$ cat src/hw/md_pkg.sv
package md_pkg;

	localparam int POS_WIDTH = 10;
	localparam int DIST_WIDTH = POS_WIDTH + 1; // signed difference of two coordinates
	localparam int R2_WIDTH = 2 * DIST_WIDTH;
	localparam int ACC_WIDTH = 32;

	// index fields in the structs, wide enough for 32 particles
	localparam int IDX_WIDTH = 5;

	// x in the low bits, same order as the host position word
	typedef struct packed {
		logic [POS_WIDTH-1:0] z;
		logic [POS_WIDTH-1:0] y;
		logic [POS_WIDTH-1:0] x;
	} pos_t;

	// one particle pair leaving the filter
	typedef struct packed {
		logic                         valid;
		logic [IDX_WIDTH-1:0]         i;
		logic [IDX_WIDTH-1:0]         j;
		logic signed [DIST_WIDTH-1:0] dx;
		logic signed [DIST_WIDTH-1:0] dy;
		logic signed [DIST_WIDTH-1:0] dz;
		logic [R2_WIDTH-1:0]          r2;
	} pair_t;

	// force on i, applied negated to j
	typedef struct packed {
		logic                        valid;
		logic [IDX_WIDTH-1:0]        i;
		logic [IDX_WIDTH-1:0]        j;
		logic signed [ACC_WIDTH-1:0] fx;
		logic signed [ACC_WIDTH-1:0] fy;
		logic signed [ACC_WIDTH-1:0] fz;
	} force_upd_t;

endpackage

$ cat src/hw/rl_force_eval.sv
`timescale 1ns/10ps

module rl_force_eval
	import md_pkg::*;
#(
	parameter int FORCE_SHIFT = 12
) (
	input  logic                clk,
	input  logic                reset,
	input  logic [R2_WIDTH-1:0] cutoff_sq,
	input  pair_t               pair,
	output force_upd_t          upd
);

	pair_t s1;
	logic [R2_WIDTH-1:0] s1_w;

	// displacement times weight, scaled down
	function automatic logic signed [ACC_WIDTH-1:0] scale(
		input logic signed [DIST_WIDTH-1:0] d,
		input logic [R2_WIDTH-1:0] w
	);
		logic signed [DIST_WIDTH+R2_WIDTH:0] prod;
		prod = d * $signed({1'b0, w});
		return ACC_WIDTH'(prod >>> FORCE_SHIFT);
	endfunction

	// stage 1, weight
	always_ff @(posedge clk) begin
		if (reset)
			s1.valid <= 1'b0;
		else begin
			s1 <= pair;
			s1_w <= cutoff_sq - pair.r2; // >0 when the pair passed
		end
	end

	// stage 2, force vector
	always_ff @(posedge clk) begin
		if (reset)
			upd.valid <= 1'b0;
		else begin
			upd.valid <= s1.valid; // bubbles pass through
			upd.i <= s1.i;
			upd.j <= s1.j;
			upd.fx <= scale(s1.dx, s1_w);
			upd.fy <= scale(s1.dy, s1_w);
			upd.fz <= scale(s1.dz, s1_w);
		end
	end

endmodule

$ cat config.mk
export PLATFORM = sky130hd
export DESIGN_NAME = rl_force_eval
export DESIGN_NICKNAME = d
export VERILOG_FILES = /design/src/hw/md_pkg.sv /design/src/hw/rl_force_eval.sv
export SDC_FILE = /design/constraint.sdc
export NUM_CORES = 2
export LEC_CHECK = 0
export ABC_AREA = 1
export BUFFER_PORTS_ARGS = -buffer_cell sky130_fd_sc_hd__buf_2
export CAP_MARGIN = 0
export CELL_PAD_IN_SITES_DETAIL_PLACEMENT = 1
export CELL_PAD_IN_SITES_GLOBAL_PLACEMENT = 1
export CORE_MARGIN = 1.5
export CORE_UTILIZATION = 41
export CTS_BUF_LIST = sky130_fd_sc_hd__clkbuf_8
export DETAILED_ROUTE_END_ITERATION = 7
export PLACE_DENSITY = 0.71
export SLEW_MARGIN = 40
export SYNTH_ARGS = -nofsm -noshare
export SYNTH_HDL_FRONTEND = slang
export SYNTH_SLANG_ARGS = --single-unit
$ cat constraint.sdc
create_clock -name clk -period 5.3 [get_ports clk]
set_input_delay 0.53 -clock clk [delete_from_list [all_inputs] [get_ports clk]]
set_output_delay 0.53 -clock clk [all_outputs]
set_load 0.01 [all_outputs]
# Word level (Yosys, flattened, before mapping)
# Cells that the tools add are included.
# totals
ff_bits	143
latchBits	0
ram_bits	0
romBits	0
input_bits	90
output_inout_bits	107
word_cells	17
memories	0
# op_classes
n_addsub	1
n_mul	3
n_div	0
order_cmp	0
eq_ne	0
shifts	0
mux	0
bitwise_logic	0
n_reduce_logical	0
# op_table
op	n
$mul 11x23->34	3
$sub 22x22->22	1

# Longest topological paths before layout
# logic_depth
word_depth	1
mapped_depth	24
mapped_depth_nobuf	22

# Worst setup path before layout
# Ideal clock, no wire load.
# synth_path
path_type	register to register
start	register s1[54] (netlist bit)
end	register, netlist name upd[85]
setup_ns	0.252
t_arrival_ns	4.612
required_ns	5.048
slack_ns	0.436
path_stages_with_launch	23
path_buffers	2
period_less_slack_ns	4.864
cell_sequence	edfxtp_1 -> clkbuf_1 -> inv_1 -> clkbuf_1 -> nor2_1 -> fa_1 -> inv_1 -> fa_1 -> inv_1 -> fa_1 -> fa_1 -> inv_1 -> fa_1 -> inv_1 -> ha_1 -> a21oi_1 -> o21ai_0 -> inv_1 -> nand2_1 -> a21oi_1 -> nand2_1 -> nand2_1 -> nand2_1
# synth_via
elab_chain_len	1
# synth_lines
element	line_no	source
start, declared	rl_force_eval.sv:15	pair_t s1;
start signal, assigned	rl_force_eval.sv:33	s1 <= pair;
$mul 11x23->34	rl_force_eval.sv:24	prod = d * $signed({1'b0, w});
# No other way between the ends.
# A chain may end at the register's enable or synchronous reset.

# Worst setup path after layout
# layout_path
start	register s1_w[5]
end	register upd[19] (netlist bit), data pin
# layout_via
elab_chain_len	1
# layout_lines
element	line_no	source
start, declared	rl_force_eval.sv:16	logic [R2_WIDTH-1:0] s1_w;
start signal, assigned	rl_force_eval.sv:34	s1_w <= cutoff_sq - pair.r2;
$mul 11x23->34	rl_force_eval.sv:24	
end, declared	rl_force_eval.sv:12	output force_upd_t upd
# No other way between the ends.

==> summary.txt <==
Logic synthesis
  – Register area share after synthesis: 13.6%
  – Top FF cell, synth: edfxtp_1
  – Flops & latches, synth: 143
  – Number of synthesized flops with an enable pin: 141
  – YS warnings: 0
  – Synth unique cells: 32
  – Largest cells by area after synthesis: fa_1, inv_1, nand2_1
  – Synth top area share: 34.2%
  – Synthesized area per cell: 7.65 um^2
  – Async SR Flop Fraction: 0%
  – Synth top cells by count: inv_1, nand2_1, fa_1
  – Syn nets: 5014
  – Leading area contributor after synthesis: fa_1
  – Mapped Cells: 4095
  – Mapped Area: 0.0313 mm^2

STA
  – Worst slew pin tran: 0.829 ns
  – Hold_ws: 0.0806 ns
  – Slew Limit Fails: 0
  – Worst Setup Slack, final: 0.152 ns
  – Final period utilization: 97.1%
  – Clock Skews: 0.0378 ns
  – Period minus WS final: 5.15 ns
  – Fmax: 0.194 GHz
  – Slew margin rel.: 44.7%
  – Final hold violations: 0
  – Setup violators final: 0

Detailed routing
  – Avg WL per Cell: 17.7 um
  – Routed vias: 25800
  – Initial DRT Pass Iterations: 5
  – Final wirelength: a little over 90000 um
  – Antenna Nets Post-Route: 0
  – Detailed-route DRC error count: 0
  – Via-to-Cell Ratio: a little under 5
  – 1st-iter DRT viols: 1256

Worst setup path
  – Critical path class: reg2reg
  – Required @ worst endpoint: around 5.7 ns
  – Worst r2r src: s1_w[5]$_DFFE_PN_
  – FF-to-FF End: upd[19]$_DFFE_PN_
  – Arrival @ worst endpoint: about 5.5 ns
  – Crit. End Element: flip-flop
  – R2r setup slk: approximately 0.15 ns
  – Worst setup SP type: flip-flop
  – Worst Path Max Fanout: 16
  – Worst r2r path cells: 20

Clock tree
  – Max clock buf depth: 2
  – CTS tree: done
  – TritonCTS sink count: 143
  – Cts bufs inserted: 17
  – Maximum level of the CTS H-tree: 4
  – Root Buffer: clkbuf_8
  – Hold buffers post-CTS: 0
  – Clk Latency, worst-skew pair: ~0.6 ns
  – CTS clk-pin slew, worst paths: 0.14 ns

Die
  – Row count: 101
  – Die H: 279 um
  – I/O pin cnt: 197
  – Initial Utilization: 41.3%
  – Die W: 279 um
  – Core area: 0.0758 mm^2
  – Die area: a little under 0.08 mm^2

Finish
  – Layout cell share with drive strength beyond 1: approximately a tenth
  – Area of the multi-input gates: 0.0219 mm^2
  – Layout net count: 5216
  – Util after Layout: 46.2%
  – Area grow syn2layout: 11.8%
  – FF+latch area: 0.00427 mm^2
  – # fillers: approximately 9500

Place
  – Hpwl dp: 76400 um
  – IO Port Bufs: 196
  – Setup slack at placement: 0.113 ns
  – GPL Wtd Cong: 0.866

GRT
  – First-pass GRT wire length: 151000 um
  – GRT Overall Usage: between 20 and 25%
  – Vias in the first global route: 28300
  – Initial antenna violation count: 3
  – Total congestion overflow: 0
  – Largest net degree at the start of global routing: 73

Worst hold path
  – Hold-critical path depth: 1
  – Hold wc startpoint: pair[54]
  – Hold WC Path Type: in2reg
  – Hold Path End: s1[54]$_DFFE_PN_

Status
  – Status: finished clean

Run
  – Max-cap violations: 0
-- placed cells by master, fill, tap and decap left out, types with 3 or more instances in the layout --
master | synthesis | layout
a21o_1 | 6 | 6
a21oi_1 | 130 | 119
a21oi_2 | 1 | 12
and3_1 | 3 | 3
buf_12 | 0 | 40
buf_2 | 0 | 197
buf_4 | 30 | 116
buf_6 | 0 | 3
clkbuf_8 | 0 | 17
clkinv_8 | 0 | 4
clkinvlp_4 | 0 | 3
edfxtp_1 | 141 | 141
fa_1 | 535 | 535
ha_1 | 294 | 293
inv_1 | 1174 | 1171
inv_2 | 4 | 4
inv_8 | 0 | 6
nand2_1 | 1174 | 1173
nand2_2 | 13 | 14
nand3_1 | 69 | 69
nand3b_1 | 6 | 6
nand4_1 | 17 | 17
nor2_1 | 175 | 170
nor2_2 | 14 | 19
nor3_1 | 17 | 17
nor3_2 | 5 | 5
o21a_1 | 4 | 4
o21ai_0 | 72 | 66
o21ai_1 | 8 | 13
o21bai_1 | 8 | 8
xnor2_1 | 8 | 8
xor2_1 | 35 | 35
-- cell type report --
class / count / area share [%]
inverters: 1178 / 12.7
flip-flops and latches: 143 / 12.2
diodes: 1 / 0.00714
repair buffers: 358 / 7.82
well taps: 978 / 3.49
multi-input cells: 2599 / 62.6
clock buffers: 17 / 0.668
clock inverters: 15 / 0.521
-- routing by layer --
metal	up-vias	share of wire (%)	track usage (%)	routed length [um]
met2	518	50	43.9	46700
met4	0	2.0	6.32	1870
li1	12200	-	-	-
met5	-	0	0	0
met1	12900	44	32.6	41600
met3	94	3.6	2.47	3410
-- critical path: stages (launching register included) --
cell       delay (ns)
edfxtp_1         0.51
buf_4            0.21
clkbuf_16        0.20
nand2_1          0.11
fa_1             0.44
fa_1             0.53
fa_1             0.56
inv_1            0.05
fa_1             0.50
fa_1             0.42
ha_1             0.33
nand2_1          0.22
inv_1            0.06
nand2_1          0.08
nand2_1          0.08
a21oi_1          0.15
nand2_1          0.14
nand2_1          0.15
nand2_1          0.07
nand2_1          0.05
nand2_1          0.06
-- cell families (layout without fill, tap and decap cells) --
group / after synthesis / in the layout / synth area share (%)
xor gates and xnor gates: 43 / 43 / 1.20
DFF: 143 / 143 / 13.6
adders and majority gates: 829 / 829 / 45.9
and+or+nand+nor: 1497 / 1497 / 18.9
buffers and inverters: 1353 / 1568 / 16.6
other: 0 / 1 / 0
AOI/OAI and AO/OA: 230 / 230 / 3.84
-- stage by stage --
stage               cells  TNS [ns]  cell area [um^2]
floorplan            4095         0             31300
global placement     5240         0             34400
detailed placement   5240         0             34400
CTS                  5272         0             34800
global route         5289   -0.0396             35000
finish               5289         0             35000
-- worst max-delay path by stage --
| stage | startpoint | end | slack, ns | cells after the start |
|---|---|---|---|---|
| 2_1_floorplan | s1[54]$_DFFE_PN_ | upd[85]$_DFFE_PN_ | 0.44 | 22 |
| 3_3_place_gp | s1[28]$_DFFE_PN_ | upd[20]$_DFFE_PN_ | 0.18 | 18 |
| 3_5_place_dp | s1[46]$_DFFE_PN_ | upd[84]$_DFFE_PN_ | 0.11 | 19 |
| 4_1_cts | s1[28]$_DFFE_PN_ | upd[20]$_DFFE_PN_ | 0.08 | 18 |
| 5_1_grt | s1_w[5]$_DFFE_PN_ | upd[46]$_DFFE_PN_ | -0.01 | 21 |
| 6_report | s1_w[5]$_DFFE_PN_ | upd[19]$_DFFE_PN_ | 0.15 | 20 |
-- state kept, by name (all words and copies together), names as in the netlist --
signal and cells:
upd 77, s1 44, s1_w 22
-- timing repair --
action,4_1_cts,5_1_grt
setup endpoints to repair,0,37
gates resized for setup,0,28
buffers inserted,0,12
Power is left out: the tool's default activity adds up to more than one toggle a clock period on the data nets, which glitch-free logic cannot reach.
