[config.mk]
export PLATFORM = sky130hd
export DESIGN_NAME = rl_host_port
export DESIGN_NICKNAME = d
export VERILOG_FILES = /design/src/hw/apb_pkg.sv /design/src/hw/md_pkg.sv /design/src/hw/rl_host_port.sv
export SDC_FILE = /design/constraint.sdc
export NUM_CORES = 1
export LEC_CHECK = 0
export BUFFER_PORTS_ARGS = -buffer_cell sky130_fd_sc_hd__buf_2
export CELL_PAD_IN_SITES_DETAIL_PLACEMENT = 1
export CELL_PAD_IN_SITES_GLOBAL_PLACEMENT = 2
export CORE_MARGIN = 2
export CORE_UTILIZATION = 46
export DETAILED_ROUTE_END_ITERATION = 6
export PLACE_DENSITY = 0.87
export SYNTH_ARGS = -nofsm -noshare
export SYNTH_HDL_FRONTEND = slang
export SYNTH_SLANG_ARGS = --single-unit
[constraint.sdc]
create_clock -name clk -period 3.9 [get_ports clk]
set_input_delay 0 -clock clk [delete_from_list [all_inputs] [get_ports clk]]
set_output_delay 0 -clock clk [all_outputs]
set_load 0.05 [all_outputs]
[src/hw/apb_pkg.sv]
package apb_pkg;

	localparam int APB_ADDR_WIDTH = 12;
	localparam int APB_DATA_WIDTH = 32;

	typedef struct packed {
		logic                      psel;
		logic                      penable;
		logic                      pwrite;
		logic [APB_ADDR_WIDTH-1:0] paddr;
		logic [APB_DATA_WIDTH-1:0] pwdata;
	} apb_req_t;

	typedef struct packed {
		logic [APB_DATA_WIDTH-1:0] prdata;
		logic                      pready;
		logic                      pslverr;
	} apb_rsp_t;

	localparam logic [APB_ADDR_WIDTH-1:0] REG_CTRL   = 12'h000;
	localparam logic [APB_ADDR_WIDTH-1:0] REG_STATUS = 12'h004;
	localparam logic [APB_ADDR_WIDTH-1:0] POS_BASE   = 12'h100; // one word per particle
	localparam logic [APB_ADDR_WIDTH-1:0] FORCE_BASE = 12'h200; // 16 bytes per particle

	typedef union packed {
		struct packed {
			logic [1:0] rsvd;
			logic [9:0] z;
			logic [9:0] y;
			logic [9:0] x;
		} pos;
		struct packed {
			logic [8:0]  rsvd;
			logic [21:0] cutoff_sq;
			logic        start;
		} ctrl;
	} host_word_u;

endpackage

[src/hw/md_pkg.sv]
package md_pkg;

	localparam int POS_WIDTH = 10;
	localparam int DIST_WIDTH = POS_WIDTH + 1; // signed difference of two coordinates
	localparam int R2_WIDTH = 2 * DIST_WIDTH;
	localparam int ACC_WIDTH = 32;

	// index fields in the structs, wide enough for 32 particles
	localparam int IDX_WIDTH = 5;

	// x in the low bits, same order as the host position word
	typedef struct packed {
		logic [POS_WIDTH-1:0] z;
		logic [POS_WIDTH-1:0] y;
		logic [POS_WIDTH-1:0] x;
	} pos_t;

	// one particle pair leaving the filter
	typedef struct packed {
		logic                         valid;
		logic [IDX_WIDTH-1:0]         i;
		logic [IDX_WIDTH-1:0]         j;
		logic signed [DIST_WIDTH-1:0] dx;
		logic signed [DIST_WIDTH-1:0] dy;
		logic signed [DIST_WIDTH-1:0] dz;
		logic [R2_WIDTH-1:0]          r2;
	} pair_t;

	// force on i, applied negated to j
	typedef struct packed {
		logic                        valid;
		logic [IDX_WIDTH-1:0]        i;
		logic [IDX_WIDTH-1:0]        j;
		logic signed [ACC_WIDTH-1:0] fx;
		logic signed [ACC_WIDTH-1:0] fy;
		logic signed [ACC_WIDTH-1:0] fz;
	} force_upd_t;

endpackage

[src/hw/rl_host_port.sv]
`timescale 1ns/10ps

module rl_host_port
	import md_pkg::*, apb_pkg::*;
#(
	parameter int NUM_PARTICLES = 16
) (
	input  logic                               clk,
	input  logic                               reset,
	input  apb_req_t                           apb_req,
	output apb_rsp_t                           apb_rsp,
	input  logic [$clog2(NUM_PARTICLES)-1:0]   pos_addr,
	output pos_t                               pos_data,
	output logic                               start_pulse,
	output logic [R2_WIDTH-1:0]                cutoff_sq,
	input  logic                               acc_done,
	input  logic [15:0]                        pair_count,
	output logic [$clog2(NUM_PARTICLES)+1:0]   force_addr,
	input  logic [ACC_WIDTH-1:0]               force_data
);
	localparam int IDX_W = $clog2(NUM_PARTICLES);

	pos_t pos_mem [NUM_PARTICLES];
	logic busy;
	logic done;
	host_word_u wr_word;
	host_word_u rd_word;
	logic [APB_ADDR_WIDTH-1:0] pos_off;
	logic [APB_ADDR_WIDTH-1:0] force_off;
	logic [IDX_W-1:0] pos_idx;
	logic access;
	logic is_ctrl, is_status, is_pos, is_force;
	logic err;
	logic wr_ok;

	assign access = apb_req.psel && apb_req.penable;
	assign wr_word = apb_req.pwdata;
	assign pos_off = apb_req.paddr - POS_BASE;
	assign force_off = apb_req.paddr - FORCE_BASE;

	assign is_ctrl = apb_req.paddr == REG_CTRL;
	assign is_status = apb_req.paddr == REG_STATUS;
	assign is_pos = (apb_req.paddr >= POS_BASE) && (pos_off[11:2] < NUM_PARTICLES) &&
		(pos_off[1:0] == 2'b00);
	assign is_force = (apb_req.paddr >= FORCE_BASE) && (force_off[11:4] < NUM_PARTICLES) &&
		(force_off[3:2] != 2'd3) && (force_off[1:0] == 2'b00);

	assign pos_idx = pos_off[IDX_W+1:2];
	assign force_addr = {force_off[IDX_W+3:4], force_off[3:2]}; // particle, axis

	// unmapped, force write, or config write during a run
	assign err = !(is_ctrl || is_status || is_pos || is_force) ||
		(apb_req.pwrite && is_force) ||
		(apb_req.pwrite && busy && (is_pos || is_ctrl));
	assign wr_ok = access && apb_req.pwrite && !err;

	always_comb begin
		rd_word = '0;
		if (is_status)
			rd_word = {pair_count, 14'b0, done, busy};
		else if (is_ctrl)
			rd_word.ctrl.cutoff_sq = cutoff_sq;
		else if (is_pos) begin
			rd_word.pos.x = pos_mem[pos_idx].x;
			rd_word.pos.y = pos_mem[pos_idx].y;
			rd_word.pos.z = pos_mem[pos_idx].z;
		end else if (is_force)
			rd_word = force_data; // partial sums while busy
	end

	assign apb_rsp.prdata = rd_word;
	assign apb_rsp.pready = 1'b1;
	assign apb_rsp.pslverr = access && err;

	always_ff @(posedge clk) begin
		if (wr_ok && is_pos)
			pos_mem[pos_idx] <= '{z: wr_word.pos.z, y: wr_word.pos.y, x: wr_word.pos.x};
		pos_data <= pos_mem[pos_addr]; // filter read, one cycle
	end

	always_ff @(posedge clk) begin
		if (reset) begin
			start_pulse <= 1'b0;
			cutoff_sq <= '0;
			busy <= 1'b0;
			done <= 1'b0;
		end else begin
			start_pulse <= wr_ok && is_ctrl && wr_word.ctrl.start;
			if (wr_ok && is_ctrl)
				cutoff_sq <= wr_word.ctrl.cutoff_sq;
			if (wr_ok && is_ctrl && wr_word.ctrl.start) begin
				busy <= 1'b1;
				done <= 1'b0;
			end else if (acc_done) begin
				busy <= 1'b0;
				done <= 1'b1;
			end
		end
	end

endmodule

======== Word-level counts from Yosys, hierarchy flattened ========
Memory sizes are Yosys's and may differ from the RTL's. A register that Yosys moved wholly into a read port is not among the register bits.
Index checks and enable logic that the tools add are counted.
cells by class
  add/subtract/negate cells ............... 2
  multipliers ............................. 0
  divide/modulo/power cells ............... 0
  $lt $le $gt $ge ......................... 4
  equality and inequality tests ........... 2
  shifts and indexed selects .............. 0
  multiplexer cells ....................... 11
  bitwise logic cells ..................... 0
  reduce and logical (&&, ||, !) cells .... 28
operator list
  operator                                                                 count
  32-bit two-way mux                                                       2
  30-bit two-way mux                                                       1
  22-bit two-way mux                                                       1
  1-bit logical AND                                                        15
  12-bit by 3-bit == test with 1-bit output, second input constant         1
  12-bit by 10-bit >= comparator with 1-bit output, second input constant  1
  12-bit by 9-bit >= comparator with 1-bit output, second input constant   1
  12-bit logical NOT                                                       1
  12-bit by 10-bit subtractor with 12-bit output, second input constant    1
  12-bit by 9-bit subtractor with 12-bit output, second input constant     1
  10-bit by 5-bit < comparator with 1-bit output, second input constant    1
  9-bit two-way mux                                                        1
  8-bit by 5-bit < comparator with 1-bit output, second input constant     1
  1-bit logical OR                                                         6
  1-bit two-way mux                                                        5
  2-bit logical NOT                                                        2
  1-bit logical NOT                                                        2
  2-bit two-way mux                                                        1
  2-bit inequality test, second input constant                             1
  2-bit nonzero test                                                       1
  2-bit OR reduction                                                       1
word-level totals
  flip-flop bits (word level) ............. 25
  latch bits .............................. 0
  RAM bits ................................ 480
  ROM bits ................................ 0
  word-level logic and storage cells ...... 52
  memories ................................ 1
memory list
  name     depth  width  rd ports  clocked after Yosys merged registers in  wr ports  line                RTL
  pos_mem  16     30     2         1                                        1         rl_host_port.sv:23  pos_t pos_mem [NUM_PARTICLES];

======== Logic depth before layout (Yosys ltp) ========
Gate-level depths: netlist of run 1.
  word-level depth ........................ 14
  mapped depth ............................ 9

======== Worst setup path after synthesis of run 1 ========
OpenSTA, ideal clock, no wires.
  kind .................................... in2reg
  start ................................... input port apb_req[39] (netlist name)
  end ..................................... memory pos_mem[10][0] (netlist name), enable pin
  setup time .............................. 417 ps
  arrival ................................. 2540 ps
  setup slack ............................. 943 ps
  stages .................................. 6
  path buffers ............................ 1
  path through ............................ nor4_1 nand3_1 nor2_1 buf_2 nand3_1 nor2_1
on the way
  word-level cells in the longest chain between the ends .. 14
RTL lines
  element                                                                                                                 line                                    RTL
  start: declaration                                                                                                      rl_host_port.sv:10                      input apb_req_t apb_req,
  12-bit by 9-bit subtractor with 12-bit output / 12-bit by 10-bit subtractor with 12-bit output (equally long branches)  rl_host_port.sv:38, rl_host_port.sv:39
  10-bit by 5-bit < comparator with 1-bit output / 8-bit by 5-bit < comparator with 1-bit output (equally long branches)  rl_host_port.sv:43, rl_host_port.sv:45
  1-bit logical AND (on tied branches) (2 in series)                                                                      rl_host_port.sv:43, rl_host_port.sv:45
  1-bit logical OR / 1-bit logical AND (equally long branches)                                                            rl_host_port.sv:52, rl_host_port.sv:46
  1-bit logical OR                                                                                                        rl_host_port.sv:52                      assign err = !(is_ctrl || is_status || is_pos || is_force) ||
  1-bit logical NOT                                                                                                       rl_host_port.sv:52
  1-bit logical OR                                                                                                        rl_host_port.sv:52
  1-bit logical OR                                                                                                        rl_host_port.sv:53                      (apb_req.pwrite && is_force) ||
  1-bit logical NOT                                                                                                       rl_host_port.sv:55                      assign wr_ok = access && apb_req.pwrite && !err;
  1-bit logical AND                                                                                                       rl_host_port.sv:55
  1-bit logical AND *                                                                                                     rl_host_port.sv:76                      if (wr_ok && is_pos)
  1-bit two-way mux *                                                                                                     rl_host_port.sv:76
  1-bit two-way mux (not written as such) *                                                                               rl_host_port.sv:77                      pos_mem[pos_idx] <= '{z: wr_word.pos.z, y: wr_word.pos.y, x: wr_word.pos.x};
  end: declaration                                                                                                        rl_host_port.sv:23
Mark *: on every way between the ends. The rest lies on a longest branch, timed or not.

==> impl_metrics.py, run 1 <==
metrics = {
    "timing": {
        "fmax_ghz": 0.376,
        "hold_violations": 0,
        "final_max_slew_viol_count": 0,
        "skew_ns": 0.0223,
        "tns_ns": 0,
        "rsz0062_at_grt": "no",
        "fin_crit_ns": 2.66,
        "fin_crit_sh_pct": 68.3,
        "setup_ws_ns": 1.24,
        "worstMarginPinSlew_ns": 1.26,
        "slew_headroom_pct": 15.9,
        "setup_violations": 0,
    },
    "cts": {
        "cts_tree": "done",
        "cts.sink_count": 535,
        "postCtsHoldBufs": 36,
        "cts-buffers-inserted": 55,
        "clockBufferDepth": 3,
        "htree_levels": 2,
        "clkTransAtPathRegs_ns": 0.06,
        "cts_setup_buffers": 0,
        "cts_root_buf": "clkbuf_16",
        "clkLatencyLatePin_ns": 0.62,
        "cts_resized": 0,
    },
    "finish": {
        "layout_common_cells": "edfxtp_1, mux4_2, buf_2",
        "layout_commonest_cell": "edfxtp_1",
        "finalNetCount": 1557,
        "antenna-diode-count": 0,
        "final_util_pct": 54.8,
        "drive_gt1_share_pct": 42.3,
        "area_growth_pct": 17.8,
    },
    "floorplanning": {
        "die_area_sq_um": 53700,
        "die_h_microns": 232,
        "die_w_microns": 232,
        "core_sq_um": 51300,
        "num_rows": 83,
        "ios": 195,
        "start_util_pct": 46.5,
    },
    "drt": {
        "routed-via-count": 14200,
        "dr.pass1.iters": 7,
        "initialDrtViolationCount": 1902,
        "routedWlPerCell_microns": 32.9,
        "drc_errors": 0,
        "vias_per_cell": 6.53,
        "wl_mm": 71.7,
        "postRouteAntennaNets": 0,
    },
    "setup_path": {
        "crit_path_max_incr_delay_ns": 0.65,
        "startpoint_type": "primary input",
        "arrival_ns": 2.66,
        "cp_cell_sequence": "buf_4 > or2_2 > nor4_4 > buf_4 > a221o_1 > a21oi_1 > a21oi_1 > buf_2",
        "cp_slowest_cell": "nor4_4",
        "critical_path_required_ns": 3.90,
        "critPathKind": "primary input to output port",
        "end_kind": "output port",
        "cp_max_fo": 51,
    },
    "global_route": {
        "grt_max_degree": 66,
        "grt-ovfl-total": 0,
        "grt_pass1_wl_mm": 105,
        "antenna_found_initial": 2,
        "grt_usage_pct": 27.3,
        "grt_pass1_vias": 15400,
    },
    "power": {
        "power.total_mw": 12.7,
        "internal_power_mw": 9.84,
        "p_leak_nw": 9.30,
        "p_sw_share_pct": 22.6,
        "power_frac_seq_pct": 49.3,
        "ir_drop_v": 0.000314,
        "p_sw_mw": 2.88,
        "powerDensity_nw_per_um2": 453,
        "clockPowerShare_pct": 42.8,
        "comb_power_share_pct": 7.9,
    },
    "logic_synthesis": {
        "synth.mux.area_fraction_pct": 26.0,
        "ys_ff_latch": 535,
        "async_flop_share_pct": 0,
        "ys.flop_type": "edfxtp_1",
        "synth-seq-area-share_pct": 65.0,
        "synth_compound_area_share_pct": 4.00,
        "synth_edf_count": 480,
        "yosys_warnings": 0,
        "postSynthAreaPerCell_sq_um": 19.6,
        "synth_area_sq_um": 23900,
        "synth_top_family_by_area": "multiplexers",
        "synth_xor_area_share_pct": 0.0734,
        "yosys.area_share.adder_pct": 0.105,
        "synth_cells": 1220,
        "synth_simple_gate_area_share_pct": 2.73,
        "synth_nets": 1324,
        "ys_types": 44,
    },
    "run": {
        "cap_violations": 0,
    },
    "hold_path": {
        "hold_path_class": "primary input to register",
    },
    "status": {
        "status": "finished, final reports clean",
    },
    "placement": {
        "place_ws_ns": 0.872,
        "hpwl_mm": 43.2,
        "place_congestion": 0.782,
        "portBuffers": 191,
    },
}
[per-stage QoR]
step | cells | area [sq um] | hold slack, ns
finish | 2179 | 28100 | 0.206
global route | 2179 | 28100 | 0.227
CTS | 2179 | 28100 | 0.162
detailed placement | 2040 | 25900 | 0.302
global placement | 2040 | 25900 | 0.303
floorplan | 1220 | 23900 | 0.0956
[logic make-up (layout without fill, tap and decap cells)]
group,Yosys count,in the layout
mux,282,282
simple gates,146,146
xor+xnor,2,2
fa+ha+maj,2,2
other cells,1,1
flops,535,535
buf+inv,108,387
compound gates,144,144
[power by group through the flow]
stage / Combinational [mW] / Sequential, mW / Clock [mW]
floorplan: 0.511 / 6.52 / 0
global placement: 0.950 / 6.40 / 0
detailed placement: 0.970 / 6.40 / 0
CTS: 1.01 / 6.28 / 5.51
global route: 1.06 / 6.28 / 5.70
finish: 1.00 / 6.28 / 5.44
[area by class of cell]
| class | count | area [sq um] |
|---|---|---|
| Timing Repair Buffer | 280 | 1870 |
| Sequential cell | 535 | 15500 |
| Clock inverter | 36 | 398 |
| Clock buffer | 67 | 1450 |
| Fill cell | 4612 | 23200 |
| Multi-Input combinational cell | 577 | 8010 |
| Inverter | 4 | 15.0 |
| Tap cell | 680 | 851 |
[critical path: cells and delay by family]
| kind | cells | cell delay (ns) |
|---|---|---|
| buffers and inverters | 3 | 1.07 |
| AND/OR/NAND/NOR | 2 | 1.20 |
| AO/OA/AOI/OAI | 3 | 0.36 |
[final timing paths]
kind,start,to,slack [ns],cells after the start
hold / removal,pos_addr[2],pos_data[17],0.21,2
setup reg to reg,busy,pos_mem[0][12],1.46,5
hold reg to reg,cutoff_sq[9],cutoff_sq[9],0.48,2
setup / recovery,apb_req[35],apb_rsp[23],1.24,8
[state kept, by name, indices dropped and copies added, names as in the netlist]
register	flops
pos_mem	480
pos_data	30
cutoff_sq	22
busy	1
done	1
start_pulse	1
[cell usage after synthesis (3+ instances only)]
cell type | count | area share [%]
mux2_2 | 11 | 0.52
mux4_2 | 270 | 25
nand3_1 | 9 | 0.19
a31oi_1 | 4 | 0.10
nand2_1 | 90 | 1.4
o21ai_0 | 5 | 0.10
nor2_1 | 22 | 0.35
buf_4 | 8 | 0.25
a21oi_1 | 60 | 1.3
a222oi_1 | 7 | 0.29
buf_1 | 9 | 0.14
a22oi_1 | 48 | 1.5
a221o_1 | 9 | 0.38
inv_1 | 4 | 0.063
clkbuf_1 | 57 | 0.90
o21ai_1 | 3 | 0.063
edfxtp_1 | 480 | 60
buf_2 | 28 | 0.59
a221oi_1 | 4 | 0.15
dfxtp_1 | 55 | 4.6
nand2b_1 | 3 | 0.079
[routing by layer]
metal / wire length, microns / share of wire (%) / track usage, % / vias up
met4: 2390 / 3.3 / 9.35 / 2
met3: 6820 / 9.5 / 6.00 / 147
li1: - / - / - / 5685
met2: 35900 / 50 / 44.7 / 842
met5: 12 / 0.017 / 0 / -
met1: 26600 / 37 / 36.3 / 7553
No activity file was read; power rests on OpenSTA's default activity.
==> inputs of run 2 (changes only) <==
ABC_AREA = 1   (was default)
CORE_UTILIZATION = 36   (was 46)
PLACE_DENSITY = 0.84   (was 0.87)
clock period = 2.2 ns   (was 3.9 ns; I/O delays follow)
==> impl_metrics.py, run 2 <==
metrics = {
    "placement": {
        "place_ws_ns": -0.0821,
        "place_congestion": 0.846,
        "hpwl_mm": 60.6,
        "place_area_sq_um": 27800,
        "portBuffers": 191,
    },
    "timing": {
        "worstMarginPinSlew_ns": 0.902,
        "setup_ws_ns": 0.0311,
        "skew_ns": 0.0214,
        "setup_violations": 0,
        "fmax_ghz": 0.461,
        "final_max_slew_viol_count": 0,
        "slew_headroom_pct": 39.8,
        "fin_crit_sh_pct": 98.6,
        "fin_crit_ns": 2.17,
        "rsz0062_at_grt": "yes",
        "hold_violations": 0,
    },
    "logic_synthesis": {
        "synth_cells": 2260,
        "synth_area_leader_cell": "edfxtp_1",
        "yosys-top-cells-count": "edfxtp_1, nand2_1, o21ai_0, inv_1, o22ai_1",
        "netlist_top_cells_area": "edfxtp_1, o21ai_0, dfxtp_1",
        "ys.flop_type": "edfxtp_1",
        "synth_nets": 2364,
        "synth-seq-area-share_pct": 63.1,
        "synth_edf_count": 480,
        "synth_most_common_cell": "edfxtp_1",
        "postSynthAreaPerCell_sq_um": 10.9,
        "ys_ff_latch": 535,
        "async_flop_share_pct": 0,
        "synth_top_area_share_pct": 58.6,
        "ys_types": 36,
        "yosys_warnings": 0,
        "synth_area_sq_um": 24600,
    },
    "finish": {
        "seq_area_sq_um": 15500,
        "antenna-diode-count": 0,
        "finalNetCount": 2618,
        "multi_input_area_sq_um": 7840,
        "layout_common_cells": "edfxtp_1, nand2_1, o21ai_0",
        "area_growth_pct": 23.0,
        "top_register": "pos_mem",
        "fillerInstances": 7259,
        "reg_top3": "pos_mem (480), pos_data (30), cutoff_sq (22)",
        "layout_commonest_cell": "edfxtp_1",
        "drive_gt1_share_pct": 18.5,
        "largest_reg_flops": 480,
        "finalInstanceArea_sq_um": 30300,
    },
    "setup_path": {
        "critical_path_required_ns": 2.20,
        "cp_max_fo": 77,
        "timing.rr.start": "busy",
        "path_buf_inv": 4,
        "cp_slowest_cell": "buf_12",
        "crit_path_max_incr_delay_ns": 0.40,
        "startpoint_type": "primary input",
        "critPathKind": "primary input to output port",
        "crit_path_start": "apb_req[34]",
        "arrival_ns": 2.17,
        "cp_top_family": "buffers and inverters",
        "worst_path_most_repeated_cell": "buf_2",
        "end_kind": "output port",
        "cp_cell_sequence": "buf_2 > nand2_2 > buf_4 > buf_12 > o22ai_1 > o21ai_0 > nand4_1 > o21bai_1 > buf_2",
    },
    "drt": {
        "dr.pass1.iters": 5,
        "initialDrtViolationCount": 1920,
        "routedWlPerCell_microns": 27.3,
        "wl_mm": 93.8,
        "vias_per_cell": 5.99,
        "routed-via-count": 20600,
        "postRouteAntennaNets": 0,
        "drc_errors": 0,
    },
    "cts": {
        "clockBufferDepth": 3,
        "cts_tree": "done",
        "cts-buffers-inserted": 57,
        "clkTransAtPathRegs_ns": 0.06,
        "cts.sink_count": 535,
        "clkLatencyLatePin_ns": 0.62,
        "cts_setup_buffers": 0,
        "htree_levels": 2,
        "cts_root_buf": "clkbuf_16",
    },
    "global_route": {
        "antenna_found_initial": 4,
        "grt_max_degree": 78,
        "grt_usage_pct": 26.0,
        "grt_pass1_wl_mm": 137,
        "grt_pass1_vias": 21600,
        "grt-ovfl-total": 0,
    },
    "floorplanning": {
        "core_sq_um": 67400,
        "die_area_sq_um": 70400,
        "die_h_microns": 265,
        "start_util_pct": 36.5,
        "ios": 195,
        "num_rows": 95,
        "die_w_microns": 265,
    },
    "hold_path": {
        "hold_start": "pos_addr[0]",
        "hold_path_class": "primary input to register",
    },
    "run": {
        "cap_violations": 0,
    },
    "power": {
        "ir_drop_v": 0.000668,
        "powerDensity_nw_per_um2": 778,
        "p_leak_nw": 11.5,
    },
    "status": {
        "status": "finished, final reports clean",
    },
}
## run 2: final cells by class
cell class	count	area share, %
Clock buffer	75	5.21
Timing Repair Buffer	365	10.3
Clock inverter	32	1.31
Tap cell	873	3.61
Multi-Input combinational cell	1369	25.9
Sequential cell	535	51.3
Inverter	186	2.37
## run 2: stage by stage
stage / power (mW) / TNS [ns] / utilization, % / hold slack (ns) / std cells
2_1_floorplan: 12.5 / -28.68 / - / 0.0989 / 2260
3_3_place_gp: 13.4 / -0.702 / 41.3 / 0.282 / 3294
3_5_place_dp: 13.4 / -11.24 / 41.3 / 0.299 / 3294
4_1_cts: 23.6 / 0 / 44.8 / 0.00322 / 3435
5_1_grt: 24.1 / -0.143 / 44.9 / 0.0921 / 3435
6_report: 23.5 / 0 / 44.9 / 0.0307 / 3435
## run 2: logic make-up after synthesis
kind of cell             synth area share (%)
multiplexers                             4.31
other                                  0.0153
AO/OA/AOI/OAI                            18.4
flip-flops                               63.1
buffers and inverters                    6.01
adder cells (fa/ha/maj)                 0.102
AND/OR/NAND/NOR                          8.01
## run 2: report_power, final
group          internal [mW]  switching, mW
clock network           6.09           4.15
logic                  0.635           1.55
registers               11.1         0.0166
total                   17.8           5.71
## run 2: repair_timing
action | in CTS | in global routing
setup endpoints to repair | 5 | 13
pin swaps | 1 | 18
resized for setup | 6 | 33
hold buffers | 34 | 0
hold endpoints to repair | 513 | 0
## run 2: path summary, 6_finish.rpt
check                               endpoint  slack, ns  cells after the start
worst max-delay path             apb_rsp[26]       0.03                      9
worst min-delay path             pos_data[8]       0.03                      4
worst max register to register          busy       0.23                     10
worst min register to register  cutoff_sq[2]       0.54                      4
## run 2: worst min-delay path: cells and delay by family
family / cells / cell delay (ns)
AOI/OAI and AO/OA: 2 / 0.31
buffers and inverters: 1 / 0.20
and+or+nand+nor: 1 / 0.08
## run 2: per-layer routing
metal	routed length [microns]	global-route usage [%]	vias to the layer above	part of all wire [%]
li1	-	-	8849	-
met1	36100	32.4	10500	38
met2	45600	43.4	1057	49
met3	7680	4.84	230	8.2
met4	4420	12.7	2	4.7
met5	13	0	-	0.014
