[config.mk]
export PLATFORM = sky130hd
export DESIGN_NAME = rl_pair_filter
export DESIGN_NICKNAME = d
export VERILOG_FILES = /design/src/hw/md_pkg.sv /design/src/hw/rl_pair_filter.sv
export SDC_FILE = /design/constraint.sdc
export NUM_CORES = 1
export LEC_CHECK = 0
export BUFFER_PORTS_ARGS = -buffer_cell sky130_fd_sc_hd__buf_2
export CAP_MARGIN = 20
export CORE_MARGIN = 2
export CORE_UTILIZATION = 58
export CTS_BUF_LIST = sky130_fd_sc_hd__clkbuf_8
export CTS_CLUSTER_DIAMETER = 30
export CTS_CLUSTER_SIZE = 12
export DETAILED_ROUTE_END_ITERATION = 7
export PLACE_DENSITY = 0.8
export SLEW_MARGIN = 30
export SYNTH_ARGS = -nofsm -noshare
export SYNTH_HDL_FRONTEND = slang
export SYNTH_SLANG_ARGS = --single-unit
[constraint.sdc]
create_clock -name clk -period 9.1 [get_ports clk]
set_clock_uncertainty 0.15 [all_clocks]
set_input_delay 0.455 -clock clk [delete_from_list [all_inputs] [get_ports clk]]
set_output_delay 0.455 -clock clk [all_outputs]
set_load 0.1 [all_outputs]
[src/hw/md_pkg.sv]
package md_pkg;

	localparam int POS_WIDTH = 10;
	localparam int DIST_WIDTH = POS_WIDTH + 1; // signed difference of two coordinates
	localparam int R2_WIDTH = 2 * DIST_WIDTH;
	localparam int ACC_WIDTH = 32;

	// index fields in the structs, wide enough for 32 particles
	localparam int IDX_WIDTH = 5;

	// x in the low bits, same order as the host position word
	typedef struct packed {
		logic [POS_WIDTH-1:0] z;
		logic [POS_WIDTH-1:0] y;
		logic [POS_WIDTH-1:0] x;
	} pos_t;

	// one particle pair leaving the filter
	typedef struct packed {
		logic                         valid;
		logic [IDX_WIDTH-1:0]         i;
		logic [IDX_WIDTH-1:0]         j;
		logic signed [DIST_WIDTH-1:0] dx;
		logic signed [DIST_WIDTH-1:0] dy;
		logic signed [DIST_WIDTH-1:0] dz;
		logic [R2_WIDTH-1:0]          r2;
	} pair_t;

	// force on i, applied negated to j
	typedef struct packed {
		logic                        valid;
		logic [IDX_WIDTH-1:0]        i;
		logic [IDX_WIDTH-1:0]        j;
		logic signed [ACC_WIDTH-1:0] fx;
		logic signed [ACC_WIDTH-1:0] fy;
		logic signed [ACC_WIDTH-1:0] fz;
	} force_upd_t;

endpackage

[src/hw/rl_pair_filter.sv]
`timescale 1ns/10ps

module rl_pair_filter
	import md_pkg::*;
#(
	parameter int NUM_PARTICLES = 16
) (
	input  logic                             clk,
	input  logic                             reset,
	input  logic                             start_pulse,
	input  logic [R2_WIDTH-1:0]              cutoff_sq,
	output logic [$clog2(NUM_PARTICLES)-1:0] pos_addr,
	input  pos_t                             pos_data,
	output pair_t                            pair,
	output logic                             walk_done
);
	localparam int IDX_W = $clog2(NUM_PARTICLES);
	localparam logic [IDX_W-1:0] LAST_IDX = IDX_W'(NUM_PARTICLES - 1);

	logic active;
	logic last;
	logic [IDX_W-1:0] i_cnt, j_cnt;
	logic act_d, last_d, prime_d;
	logic [IDX_W-1:0] i_d, j_d;
	pos_t pos_i;
	pos_t pos_next; // i+1, read as j of the first pair
	logic signed [DIST_WIDTH-1:0] dx, dy, dz;
	logic [R2_WIDTH-1:0] sq_x, sq_y, sq_z;
	logic [R2_WIDTH-1:0] r2;

	assign last = (i_cnt == LAST_IDX - 1'b1) && (j_cnt == LAST_IDX);
	assign pos_addr = active ? j_cnt : '0; // idle reads particle 0 for the prime

	always_ff @(posedge clk) begin
		if (reset) begin
			active <= 1'b0;
			i_cnt <= '0;
			j_cnt <= '0;
		end else if (start_pulse) begin
			active <= 1'b1;
			i_cnt <= '0;
			j_cnt <= IDX_W'(1);
		end else if (active) begin
			if (last)
				active <= 1'b0;
			else if (j_cnt == LAST_IDX) begin
				i_cnt <= i_cnt + 1'b1;
				j_cnt <= IDX_W'(i_cnt + 2);
			end else
				j_cnt <= j_cnt + 1'b1;
		end
	end

	// read data stage
	always_ff @(posedge clk) begin
		if (reset) begin
			act_d <= 1'b0;
			last_d <= 1'b0;
			prime_d <= 1'b0;
		end else begin
			act_d <= active;
			last_d <= active && last;
			prime_d <= start_pulse;
		end
	end

	always_ff @(posedge clk) begin
		i_d <= i_cnt;
		j_d <= j_cnt;
		if (prime_d)
			pos_i <= pos_data;
		else if (act_d && j_d == LAST_IDX)
			pos_i <= pos_next; // i moves on next cycle
		if (act_d && j_d == IDX_W'(i_d + 1'b1))
			pos_next <= pos_data;
	end

	assign dx = $signed({1'b0, pos_i.x}) - $signed({1'b0, pos_data.x});
	assign dy = $signed({1'b0, pos_i.y}) - $signed({1'b0, pos_data.y});
	assign dz = $signed({1'b0, pos_i.z}) - $signed({1'b0, pos_data.z});

	assign sq_x = dx * dx;
	assign sq_y = dy * dy;
	assign sq_z = dz * dz;
	assign r2 = sq_x + sq_y + sq_z; // fits, max is 3 * 1023^2

	always_ff @(posedge clk) begin
		if (reset) begin
			pair.valid <= 1'b0;
			walk_done <= 1'b0;
		end else begin
			pair.valid <= act_d && (r2 < cutoff_sq);
			pair.i <= IDX_WIDTH'(i_d);
			pair.j <= IDX_WIDTH'(j_d);
			pair.dx <= dx;
			pair.dy <= dy;
			pair.dz <= dz;
			pair.r2 <= r2;
			walk_done <= last_d;
		end
	end

endmodule

-- Yosys cells after proc, flatten, opt, wreduce, memory -nomap -nowiden
Index checks and enable logic that the tools add are counted.
- flip-flop bits (word level): 145
- word-level logic and storage cells: 63
- bits of input ports: 55
- output and inout bits: 71
- reductions and logical operators: 11
- equality and inequality tests: 5
- order comparisons: 1
- add/sub/neg operators: 9
- bitwise logic cells: 1
- multiply operators: 3
- multiplexer cells: 10
- operators with widths (cell ; number):
    $mul A11 B11 Y22 ; 3
    $mux W30 ; 2
    $add A22 B22 Y22 ; 2
    $sub A10 B10 Y11 ; 3
    $lt A22 B22 Y1 ; 1
    $add A4 B1 Y4 const B ; 3
    $eq A4 B4 Y1 const B ; 3
    $mux W4 ; 2
    $mux W1 ; 6
    $logic_and A1 B1 Y1 ; 5
    $add A4 B2 Y4 const B ; 1
    $eq A4 B4 Y1 ; 1
    $reduce_and A2 Y1 ; 2
    $reduce_bool A2 Y1 ; 2
    $reduce_and A3 Y1 ; 1
    $ne A2 B2 Y1 const B ; 1
    $reduce_or A2 Y1 ; 1
    $not A1 Y1 ; 1

-- Logic depth before layout (Yosys ltp)
Gate-level depths: netlist of run 1.
- word-level depth: 6
- mapped depth: 43

-- Least setup slack after synthesis of run 1
Ideal clock, no wire load.
- path type: in2reg
- start point: in pos_data[20] (netlist name)
- end point: reg pair[65] (netlist name)
- data required time: 8875 ps
- arrival time: 9076 ps
- cell stages on the path: 36
- path slack: -201 ps
- buffers on the path: 0
- library setup time: 75 ps
- path through: ha_1 -> inv_1 -> fa_1 -> a21o_1 -> a21oi_2 -> nor2b_1 -> o21a_1 -> nor2_2 -> o21ai_2 -> nor2_1 -> fa_1 -> fa_1 -> inv_1 -> fa_1 -> inv_1 -> fa_1 -> fa_1 -> fa_1 -> fa_1 -> inv_1 -> fa_1 -> inv_1 -> ha_1 -> a21o_1 -> a21oi_1 -> nor3b_1 -> a21boi_2 -> nor2_1 -> xor2_1 -> ha_1 -> a21o_1 -> a21oi_1 -> nor2b_1 -> o21ai_0 -> o311ai_0 -> o22ai_1
- word-level cells in the longest chain between the ends: 5
- RTL lines (what ; line ; source):
    start, declared ; rl_pair_filter.sv:13 ; input pos_t pos_data,
    $sub A10 B10 Y11 ; rl_pair_filter.sv:80 ; assign dz = $signed({1'b0, pos_i.z}) - $signed({1'b0, pos_data.z});
    $mul A11 B11 Y22 ; rl_pair_filter.sv:84 ; assign sq_z = dz * dz;
    $add A22 B22 Y22 ; rl_pair_filter.sv:85 ; assign r2 = sq_x + sq_y + sq_z;
    named net r2[16] ; rl_pair_filter.sv:29 ; logic [R2_WIDTH-1:0] r2;
    $lt A22 B22 Y1 ; rl_pair_filter.sv:92 ; pair.valid <= act_d && (r2 < cutoff_sq);
    $logic_and A1 B1 Y1 ; rl_pair_filter.sv:92 ;
    end, declared ; rl_pair_filter.sv:14 ; output pair_t pair,
The timed path passes the listed nets, and every way through them passes these cells.
A chain may end at the register's enable or synchronous reset.

-- Worst setup path in the final report of run 1
- start point: reg pos_i[0] (netlist name)
- end point: reg pair[65] (netlist name)
- word-level cells in the longest chain between the ends: 6
- RTL lines (what ; line ; source):
    start, declared ; rl_pair_filter.sv:25 ; pos_t pos_i;
    start signal, assigned ; rl_pair_filter.sv:71 ; pos_i <= pos_data;
    start signal, assigned ; rl_pair_filter.sv:73 ; pos_i <= pos_next;
    $sub A10 B10 Y11 ; rl_pair_filter.sv:78 ; assign dx = $signed({1'b0, pos_i.x}) - $signed({1'b0, pos_data.x});
    $mul A11 B11 Y22 ; rl_pair_filter.sv:82 ; assign sq_x = dx * dx;
    $add A22 B22 Y22 (2 in series) ; rl_pair_filter.sv:85 ;
    named net r2[17] ; rl_pair_filter.sv:29 ;
    $lt A22 B22 Y1 ; rl_pair_filter.sv:92 ;
    $logic_and A1 B1 Y1 ; rl_pair_filter.sv:92 ;
The timed path passes the listed nets, and every way through them passes these cells.

==> impl_metrics.tcl, run 1 <==
set metrics [dict create \
    result_of_the_run "complete, but fails checks" \
    violations_in_the_final_reports "setup timing" \
    achievable-frequency_mhz 108.2 \
    most-common-layout-cells "499 x sky130_fd_sc_hd__inv_1, 367 x sky130_fd_sc_hd__fa_1, 169 x sky130_fd_sc_hd__buf_4, 155 x sky130_fd_sc_hd__ha_1, 136 x sky130_fd_sc_hd__nor2_1" \
    die_width_um 186.1 \
    yosysSeqAreaShare 0.2148 \
    setup.worst_path.start_class "flop" \
    synth_top_cell_by_area "sky130_fd_sc_hd__fa_1" \
    ys_types 66 \
    timing.final.crit_period_ns 9.245 \
    synth.yosys.warnings 0 \
    avgSynthCellArea_um2 10.67 \
    grt_pass1_wl_mm 73.45 \
    synth_area_um2 19240 \
    antenna_violating_nets_post_route 0 \
    grt_use_met1 0.3387 \
    path_class "flop to flop" \
    synth_compound_gate_area_share 0.04168 \
    detailedPlacementHpwl_mm 36.32 \
    grt_overflow_total 0 \
    ys_top_cells_by_area "sky130_fd_sc_hd__fa_1 39%, sky130_fd_sc_hd__edfxtp_1 19%, sky130_fd_sc_hd__ha_1 10%, sky130_fd_sc_hd__inv_1 9.8%, sky130_fd_sc_hd__nor2_1 2.9%" \
    clock_sinks 145 \
    detailroute.via_count 13540 \
    slowest_delay_ns 0.56 \
    die_y_um 186.1 \
    cts_root_buf "sky130_fd_sc_hd__clkbuf_8" \
    maxCapViolations 0 \
    antenna-diode-count 0 \
    slew_viol_final 0 \
    syn_inst 1803 \
    worst_slew_margin_rel 0.3768 \
    commonest_non_fill_non_tap_cell_in_the_layout "sky130_fd_sc_hd__inv_1" \
    synth_top_family_by_area "adder cells" \
    cp_common_cell "sky130_fd_sc_hd__fa_1" \
    post_place_cells 2507 \
    design.final.nets 2724 \
    worstPathRequired_ns 9.34 \
    num_rows 66 \
    clockBufferDepth 2 \
    crit_path_top_delay_cell "sky130_fd_sc_hd__fa_1" \
    grt_start_max_net_pins 64 \
    placed_area_um2 21540 \
    global_route.peak_usage_layer "met2" \
    async_reset_ff_frac 0 \
    start_util 0.5899 \
    grt_util_all_layers 0.2785 \
    clk_latency_ns 0.50 \
    largest_fanout_on_the_critical_path 6 \
    met2_demand_to_capacity_share_in_global_routing 0.4903 \
    rsz0062_at_grt "yes" \
    via_per_inst 5.239 \
    reg2reg_setup_slack_ns -0.15 \
    port-buffer-count 123 \
    area.growth.synth_to_final_pct 17.86 \
    yosys_register_bits 145 \
    layout_setup_ws_ns -0.1455 \
    floorplan.core_area_um2 32620 \
    routed_wirelength_mm 44.20 \
    groute.layer.met3.usage 0.05082 \
    synth_edf_count 123 \
    post-route-util 0.6953 \
    adder_and_majority_cell_fraction_of_the_synthesized_area 0.4980 \
    antenna_violations_before_repair 0 \
    worst_slew_pin_slew_ns 0.9348 \
    die-area_um2 34650 \
    synth_xor_area_frac 0.04116 \
    route.detailed.wl_per_inst_um 17.10 \
    min_period_over_period 1.016 \
    drt_pre_antenna_iters 5 \
    final_cells 2585 \
    cts_made_buffers 17 \
    synth.top_cell.area_share 0.3933 \
    top_level_ports 126 \
    cts_tree "yes" \
    final-setup-viol-count 1 \
    final.setup.tns_ns -0.1455 \
    synthMuxAreaShare 0.01756 \
    drc 0 \
    hold_viol 0 \
    grt_pass1_vias 15180 \
    timing.critical_path.to_type "flop" \
    globalplace.congestion 0.9815 \
    synth_simple_gate_area_frac 0.07946 \
    layout-drive-gt1-share 0.2151 \
    yosys_most_used_dff "sky130_fd_sc_hd__edfxtp_1" \
    worstPathArrival_ns 9.49 \
    cts.reportedPaths.clkPinSlew_ns 0.10 \
    hold_class "input port to flop" \
    drt_first_iter_violations 880 \
    h_tree_depth 4 \
    design_area_um2 22680 \
]
## cell families after synthesis
family	Yosys count
muxes	30
buffers and inverters	541
DFF	145
adders and majority gates	539
other	1
AOI/OAI and AO/OA	115
and+or+nand+nor	351
xor gates and xnor gates	81
## worst paths after layout
| check | start | to | cells after the start |
|---|---|---|---|
| min reg2reg | j_cnt[1] | j_d[1] | 0 |
| max reg2reg | pos_i[0] | pair[65] | 38 |
| max | pos_i[0] | pair[65] | 38 |
| min | pos_data[10] | pos_next[10] | 1 |
## registers in the layout, indices dropped and copies added (netlist names)
name / cells
prime_d: 1
pair: 64
act_d: 1
j_cnt: 4
active: 1
j_d: 4
last_d: 1
pos_i: 30
walk_done: 1
i_cnt: 4
i_d: 4
pos_next: 30
## final cells by class
cell class	instances	area (um2)
timing repair buffer	326	2251
clock buffer	18	247.7
sequential	145	4134
fill	2308	9940
tap	442	553.0
multi-input combinational	1118	13320
inverter	522	1964
clock inverter	14	209.0
## Yosys cell counts (3+ instances only)
cell and n:
sky130_fd_sc_hd__inv_1 504, sky130_fd_sc_hd__fa_1 378, sky130_fd_sc_hd__ha_1 161, sky130_fd_sc_hd__nor2_1 150
sky130_fd_sc_hd__edfxtp_1 123, sky130_fd_sc_hd__nand2_1 121, sky130_fd_sc_hd__xnor2_1 50, sky130_fd_sc_hd__a21oi_1 32
sky130_fd_sc_hd__mux2_2 30, sky130_fd_sc_hd__xor2_1 23, sky130_fd_sc_hd__dfxtp_1 22, sky130_fd_sc_hd__a21o_1 17
sky130_fd_sc_hd__o21ai_0 16, sky130_fd_sc_hd__nor3_1 15, sky130_fd_sc_hd__nor2b_1 14, sky130_fd_sc_hd__and2_1 11
sky130_fd_sc_hd__o21a_1 11, sky130_fd_sc_hd__clkbuf_1 9, sky130_fd_sc_hd__inv_2 9, sky130_fd_sc_hd__nand3_1 9
sky130_fd_sc_hd__clkinv_1 8, sky130_fd_sc_hd__and3_1 7, sky130_fd_sc_hd__nand2b_1 6, sky130_fd_sc_hd__a211oi_1 4
sky130_fd_sc_hd__xnor2_2 4, sky130_fd_sc_hd__a31oi_1 3, sky130_fd_sc_hd__buf_1 3, sky130_fd_sc_hd__buf_4 3
sky130_fd_sc_hd__nand4_1 3, sky130_fd_sc_hd__nor2_2 3
## critical path: cells and delay by family (launching register included)
| kind | cells | cell delay, ns |
|---|---|---|
| DFF | 1 | 0.37 |
| and+or+nand+nor | 7 | 0.99 |
| xor gates and xnor gates | 2 | 0.40 |
| adders and majority gates | 12 | 5.04 |
| AOI/OAI and AO/OA | 9 | 1.65 |
| buffers and inverters | 8 | 0.52 |
## what timing repair did
item / 4_1_cts / 5_1_grt
hold buffers: 27 / 0
endpoints found under the hold margin: 27 / 0
gates resized for setup: 47 / 29
endpoints found under the setup margin: 1 / 2
buffers inserted: 12 / 7
pin swaps: 44 / 28
## metrics by stage
stage | setup slack, ns | hold slack (ns)
2_1_floorplan | 0.02519 | 0.2254
3_3_place_gp | -0.3232 | 0.2529
3_5_place_dp | -0.6401 | 0.2539
4_1_cts | -0.1928 | 0.002960
5_1_grt | -0.5910 | 0.01778
6_report | -0.1455 | 0.03332
## metal layers
metal,part of all wire,up-vias,wire (um)
met5,0,-,0
met4,0.037,0,1631
met3,0.064,109,2815
met2,0.53,502,23240
met1,0.37,6845,16520
li1,-,6087,-
Power of run 1 is left out: the tool's default activity adds up to more than one toggle a clock period on the data nets, which glitch-free logic cannot reach.
==> run 2, diff against run 1 <==
--- a/config.mk
+++ b/config.mk
@@ -5,7 +5,7 @@
 export SDC_FILE = /design/constraint.sdc
 export NUM_CORES = 1
 export LEC_CHECK = 0
-export BUFFER_PORTS_ARGS = -buffer_cell sky130_fd_sc_hd__buf_2
+export BUFFER_PORTS_ARGS = -buffer_cell sky130_fd_sc_hd__clkbuf_2
 export CAP_MARGIN = 20
 export CORE_MARGIN = 2
 export CORE_UTILIZATION = 58
==> run 2 against run 1 <==
Effect of this change: the flow still finishes with violations (setup timing); non-clock buffer count is 20 lower; largest cell class unchanged; die area stayed put; via count is 1.0% lower; first-iteration DRC count is 11% lower; global-route usage is 0.30 points lower; routed wire length is 0.48% lower; fmax is 1.9% lower; hold slack worse by 0.0073 ns; setup slack worse by 0.18 ns; count of clock-buffer cells in the layout is 1 lower; cell count is 0.77% lower; critical path depth stayed put.
==> impl_metrics.tcl, run 2 (synthesis results as in run 1) <==
set metrics [dict create \
    cts.reportedPaths.clkPinSlew_ns 0.09 \
    worst_slew_pin_slew_ns 0.9351 \
    largest_register_ffs 64 \
    final-setup-viol-count 1 \
    timing.final.crit_period_ns 9.423 \
    route.detailed.wl_per_inst_um 17.15 \
    floorplan.core_area_um2 32620 \
    number_of_fillers_in_the_final_layout 2347 \
    layout-drive-gt1-share 0.2040 \
    top_level_ports 126 \
    antenna-diode-count 0 \
    grt_start_max_net_pins 64 \
    commonest_non_fill_non_tap_cell_in_the_layout "sky130_fd_sc_hd__inv_1" \
    result_of_the_run "complete, but fails checks" \
    drt_pre_antenna_iters 6 \
    crit_path_top_delay_cell "sky130_fd_sc_hd__fa_1" \
    design.final.nets 2704 \
    biggestRegsByFlops "pair x64, pos_i x30, pos_next x30" \
    timing.critical_path.to_type "flop" \
    antenna_violations_before_repair 0 \
    worstPathArrival_ns 9.65 \
    final_cells 2565 \
    achievable-frequency_mhz 106.1 \
    die-area_um2 34650 \
    die_width_um 186.1 \
    clock_sinks 145 \
    worstPathRequired_ns 9.32 \
    cp_common_cell "sky130_fd_sc_hd__fa_1" \
    cts_root_buf "sky130_fd_sc_hd__clkbuf_8" \
    antenna_violating_nets_post_route 0 \
    timing.rr.start "pos_i[20]" \
    clk_latency_ns 0.52 \
    hold_path.startpoint "pos_data[13]" \
    h_tree_depth 4 \
    violations_in_the_final_reports "setup timing" \
    grt_pass1_wl_mm 72.17 \
    drc 0 \
    slowest_delay_ns 0.57 \
    detailedPlacementHpwl_mm 36.95 \
    via_per_inst 5.225 \
    start_util 0.5899 \
    grt_util_all_layers 0.2755 \
    worst_slew_margin_rel 0.3766 \
    largest_fanout_on_the_critical_path 5 \
    drt_first_iter_violations 786 \
    critPathLaunch "pos_i[20]" \
    rsz0062_at_grt "yes" \
    slew_viol_final 0 \
    grt_overflow_total 0 \
    setup.worst_path.start_class "flop" \
    clockBufferDepth 2 \
    grt_pass1_vias 14840 \
    port-buffer-count 123 \
    hold_class "input port to flop" \
    num_rows 66 \
    min_period_over_period 1.036 \
    hold_viol 0 \
    cts_tree "yes" \
    layout_setup_ws_ns -0.3231 \
    maxCapViolations 0 \
    post_place_cells 2505 \
    cts_made_buffers 17 \
    path_class "flop to flop" \
    area.growth.synth_to_final_pct 16.09 \
    regMostFlops "pair" \
    most-common-layout-cells "501 x sky130_fd_sc_hd__inv_1, 372 x sky130_fd_sc_hd__fa_1, 161 x sky130_fd_sc_hd__buf_4, 154 x sky130_fd_sc_hd__ha_1, 140 x sky130_fd_sc_hd__nor2_1" \
    detailroute.via_count 13400 \
    globalplace.congestion 0.9677 \
    die_y_um 186.1 \
    routed_wirelength_mm 43.99 \
]
-- run 2: timing repair --
item                                    4_1_cts  5_1_grt
endpoints found under the hold margin        14        2
pin swaps                                    21       49
gates resized for setup                      26       30
buffers inserted                              5        7
hold buffers                                 14        2
endpoints found under the setup margin        1        2
-- run 2: final timing paths --
kind | end | slack, ns | cells after the start
max | pair[65] | -0.32 | 38
min | pos_next[13] | 0.03 | 1
max reg2reg | pair[65] | -0.32 | 38
min reg2reg | j_d[2] | 0.27 | 0
-- run 2: routing by layer --
metal	global-route usage	wire, um	up-vias
li1	-	-	6029
met2	0.4862	23220	459
met4	0.1096	1455	0
met5	0	0	-
met1	0.3406	16700	6810
met3	0.04459	2607	105
-- run 2: worst max-delay path, delay by kind of cell, from the launching register on --
kind | cells | cell delay [ns]
buffers and inverters | 8 | 0.61
and+or+nand+nor | 6 | 0.72
xor gates and xnor gates | 2 | 0.37
DFF | 1 | 0.36
AOI/OAI and AO/OA | 10 | 1.98
adders and majority gates | 12 | 5.08
-- run 2: final cells by class --
class                   count  area (um2)  area share
clock buffers              17       234.0     0.01047
clock inverters            15       120.1    0.005377
inverters                 522        1962     0.08783
multi-input cells        1118       13270      0.5942
flip-flops and latches    145        4134      0.1851
well taps                 442       553.0     0.02476
repair buffers            306        2061     0.09225
-- run 2: per-stage QoR --
step | hold WS [ns] | setup WS, ns | instance area (um2) | utilization | setup TNS, ns
CTS | 0.0005118 | -0.1887 | 22140 | 0.6786 | -0.1887
global route | 0.002195 | -0.6420 | 22340 | 0.6848 | -0.7983
global placement | 0.2513 | -0.3613 | 21510 | 0.6595 | -0.3613
detailed placement | 0.2506 | -0.6733 | 21510 | 0.6595 | -0.6888
finish | 0.02600 | -0.3231 | 22340 | 0.6848 | -0.3231
floorplan | 0.2254 | 0.02519 | 19260 | - | 0
Power of run 2 is left out for the same reason.
==> run 3, diff against run 2 <==
--- a/config.mk
+++ b/config.mk
@@ -7,6 +7,7 @@
 export LEC_CHECK = 0
 export BUFFER_PORTS_ARGS = -buffer_cell sky130_fd_sc_hd__clkbuf_2
 export CAP_MARGIN = 20
+export CORE_ASPECT_RATIO = 1.5
 export CORE_MARGIN = 2
 export CORE_UTILIZATION = 58
 export CTS_BUF_LIST = sky130_fd_sc_hd__clkbuf_8
==> run 3 against run 2 <==
Effect of this change: hold slack better by 0.045 ns; fmax is 0.31% higher; highest routed layer unchanged; die area hardly changed; critical path depth is 2 higher; register-to-register slack better by 0.03 ns; the run still ends with setup timing left; sequential share of layout area is 0.16 points lower; setup slack better by 0.030 ns; via count is 0.25% higher.
==> impl_metrics.tcl, run 3 (synthesis results as in run 1) <==
set metrics [dict create \
    hold_class "input port to flop" \
    routed_wirelength_mm 46.06 \
    worstPathArrival_ns 9.68 \
    grt_pass1_wl_mm 73.80 \
    timing.critical_path.buf_inv 7 \
    route.detailed.wl_per_inst_um 18.10 \
    setup.worst_path.start_class "flop" \
    top_level_ports 126 \
    die_width_um 152.7 \
    die-area_um2 34680 \
    critical_path_cell_count 40 \
    cts_root_buf "sky130_fd_sc_hd__clkbuf_8" \
    cts.reportedPaths.clkPinSlew_ns 0.09 \
    grt_pass1_vias 15180 \
    path_class "flop to flop" \
    grt_start_max_net_pins 40 \
    h_tree_depth 4 \
    cp_common_cell "sky130_fd_sc_hd__fa_1" \
    drt_pre_antenna_iters 7 \
    cts_tree "yes" \
    route.met3.wl_mm 1.836 \
    cts_made_buffers 17 \
    final.hold.worst_slack_ns 0.07107 \
    timing.final.crit_period_ns 9.394 \
    drt_first_iter_violations 718 \
    globalplace.congestion 0.9337 \
    antenna_violating_nets_post_route 0 \
    maxCapViolations 0 \
    maxUsedRoutingLayer "met4" \
    achievable-frequency_mhz 106.5 \
    slowest_delay_ns 0.54 \
    floorplan.core_area_um2 32630 \
    rsz0062_at_grt "yes" \
    grt_util_all_layers 0.2776 \
    critPathLaunch "pos_i[20]" \
    layout_setup_ws_ns -0.2935 \
    clockBufferDepth 2 \
    wl_met2_mm 26.09 \
    result_of_the_run "complete, but fails checks" \
    antenna_violations_before_repair 1 \
    largest_register_ffs 64 \
    final.setup.tns_ns -0.2935 \
    reg2reg_setup_slack_ns -0.29 \
    worstPathRequired_ns 9.39 \
    clock_sinks 145 \
    crit_path_top_delay_cell "sky130_fd_sc_hd__fa_1" \
    biggestRegsByFlops "pair x64, pos_i x30, pos_next x30" \
    commonest_non_fill_non_tap_cell_in_the_layout "sky130_fd_sc_hd__inv_1" \
    clk_latency_ns 0.52 \
    via_per_inst 5.282 \
    reg2reg_depth 40 \
    final-setup-viol-count 1 \
    timing.rr.end "pair[65]" \
    regMostFlops "pair" \
    slew_viol_final 0 \
    port-buffer-count 123 \
    min_period_over_period 1.032 \
    grt_overflow_total 0 \
    drc 0 \
    violations_in_the_final_reports "setup timing" \
    detailroute.via_count 13440 \
    hold_viol 0 \
    layout-drive-gt1-share 0.2096 \
    worst_slew_margin_rel 0.3831 \
    design.final.nets 2709 \
    timing.rr.start "pos_i[20]" \
    cp-endpoint "pair[65]" \
    die_y_um 227.1 \
    worst_slew_pin_slew_ns 0.9253 \
    largest_fanout_on_the_critical_path 5 \
    pre_cts_ws_ns -0.5660 \
    m1WireLength_mm 15.63 \
    area.growth.synth_to_final_pct 17.09 \
    start_util 0.5896 \
    timing.critical_path.to_type "flop" \
    most-common-layout-cells "494 x sky130_fd_sc_hd__inv_1, 363 x sky130_fd_sc_hd__fa_1, 155 x sky130_fd_sc_hd__ha_1, 155 x sky130_fd_sc_hd__buf_4, 139 x sky130_fd_sc_hd__nor2_1" \
    num_rows 81 \
    worst_path_dominant_cell_family "adder cells" \
    detailedPlacementHpwl_mm 38.07 \
]
## run 3: per-layer routing
layer | track usage | up-vias
met5 | 0 | -
met1 | 0.2945 | 6825
met3 | 0.03712 | 164
met4 | 0.1502 | 0
met2 | 0.5322 | 400
li1 | - | 6048
## run 3: metrics by stage
step,area (um2),instances,utilization
CTS,22250,2534,0.6818
finish,22530,2544,0.6904
detailed placement,21460,2474,0.6576
global placement,21460,2474,0.6576
global route,22530,2544,0.6904
floorplan,19260,1804,-
## run 3: final cells by class
class / instances / area (um2)
diodes: 1 / 2.502
inverters: 522 / 1962
clock inverters: 14 / 190.2
multi-input cells: 1118 / 13340
well taps: 415 / 519.2
fillers: 2374 / 10100
flip-flops and latches: 145 / 4134
clock buffers: 18 / 247.7
repair buffers: 311 / 2135
## run 3: what timing repair did
action                                 in CTS  in global routing
resized for setup                          19                 58
buffers inserted                            1                 10
hold buffers                               27                  0
endpoints found under the hold margin      27                  0
setup endpoints to repair                   1                  3
pin swaps                                   9                 40
## run 3: worst min-delay path by stage
stage / end / slack, ns / start / depth (start not counted)
after floorplan: j_d[1] / 0.23 / j_cnt[1] / 0
after global placement: i_d[2] / 0.24 / i_cnt[2] / 0
after detailed placement: j_d[1] / 0.25 / j_cnt[1] / 0
after CTS: pos_next[11] / 0.04 / pos_data[11] / 1
after global routing: pos_next[11] / 0.06 / pos_data[11] / 1
final: pos_next[11] / 0.07 / pos_data[11] / 1
## run 3: worst register-to-register path, delay by kind of cell, from the launching register on
family | cells | cell delay (ns)
buffers and inverters | 7 | 0.58
XOR/XNOR | 2 | 0.33
AND/OR/NAND/NOR | 5 | 0.34
AO/OA/AOI/OAI | 14 | 2.46
adder cells (fa/ha/maj) | 12 | 5.12
flip-flops | 1 | 0.37
Power of run 3 is left out for the same reason.
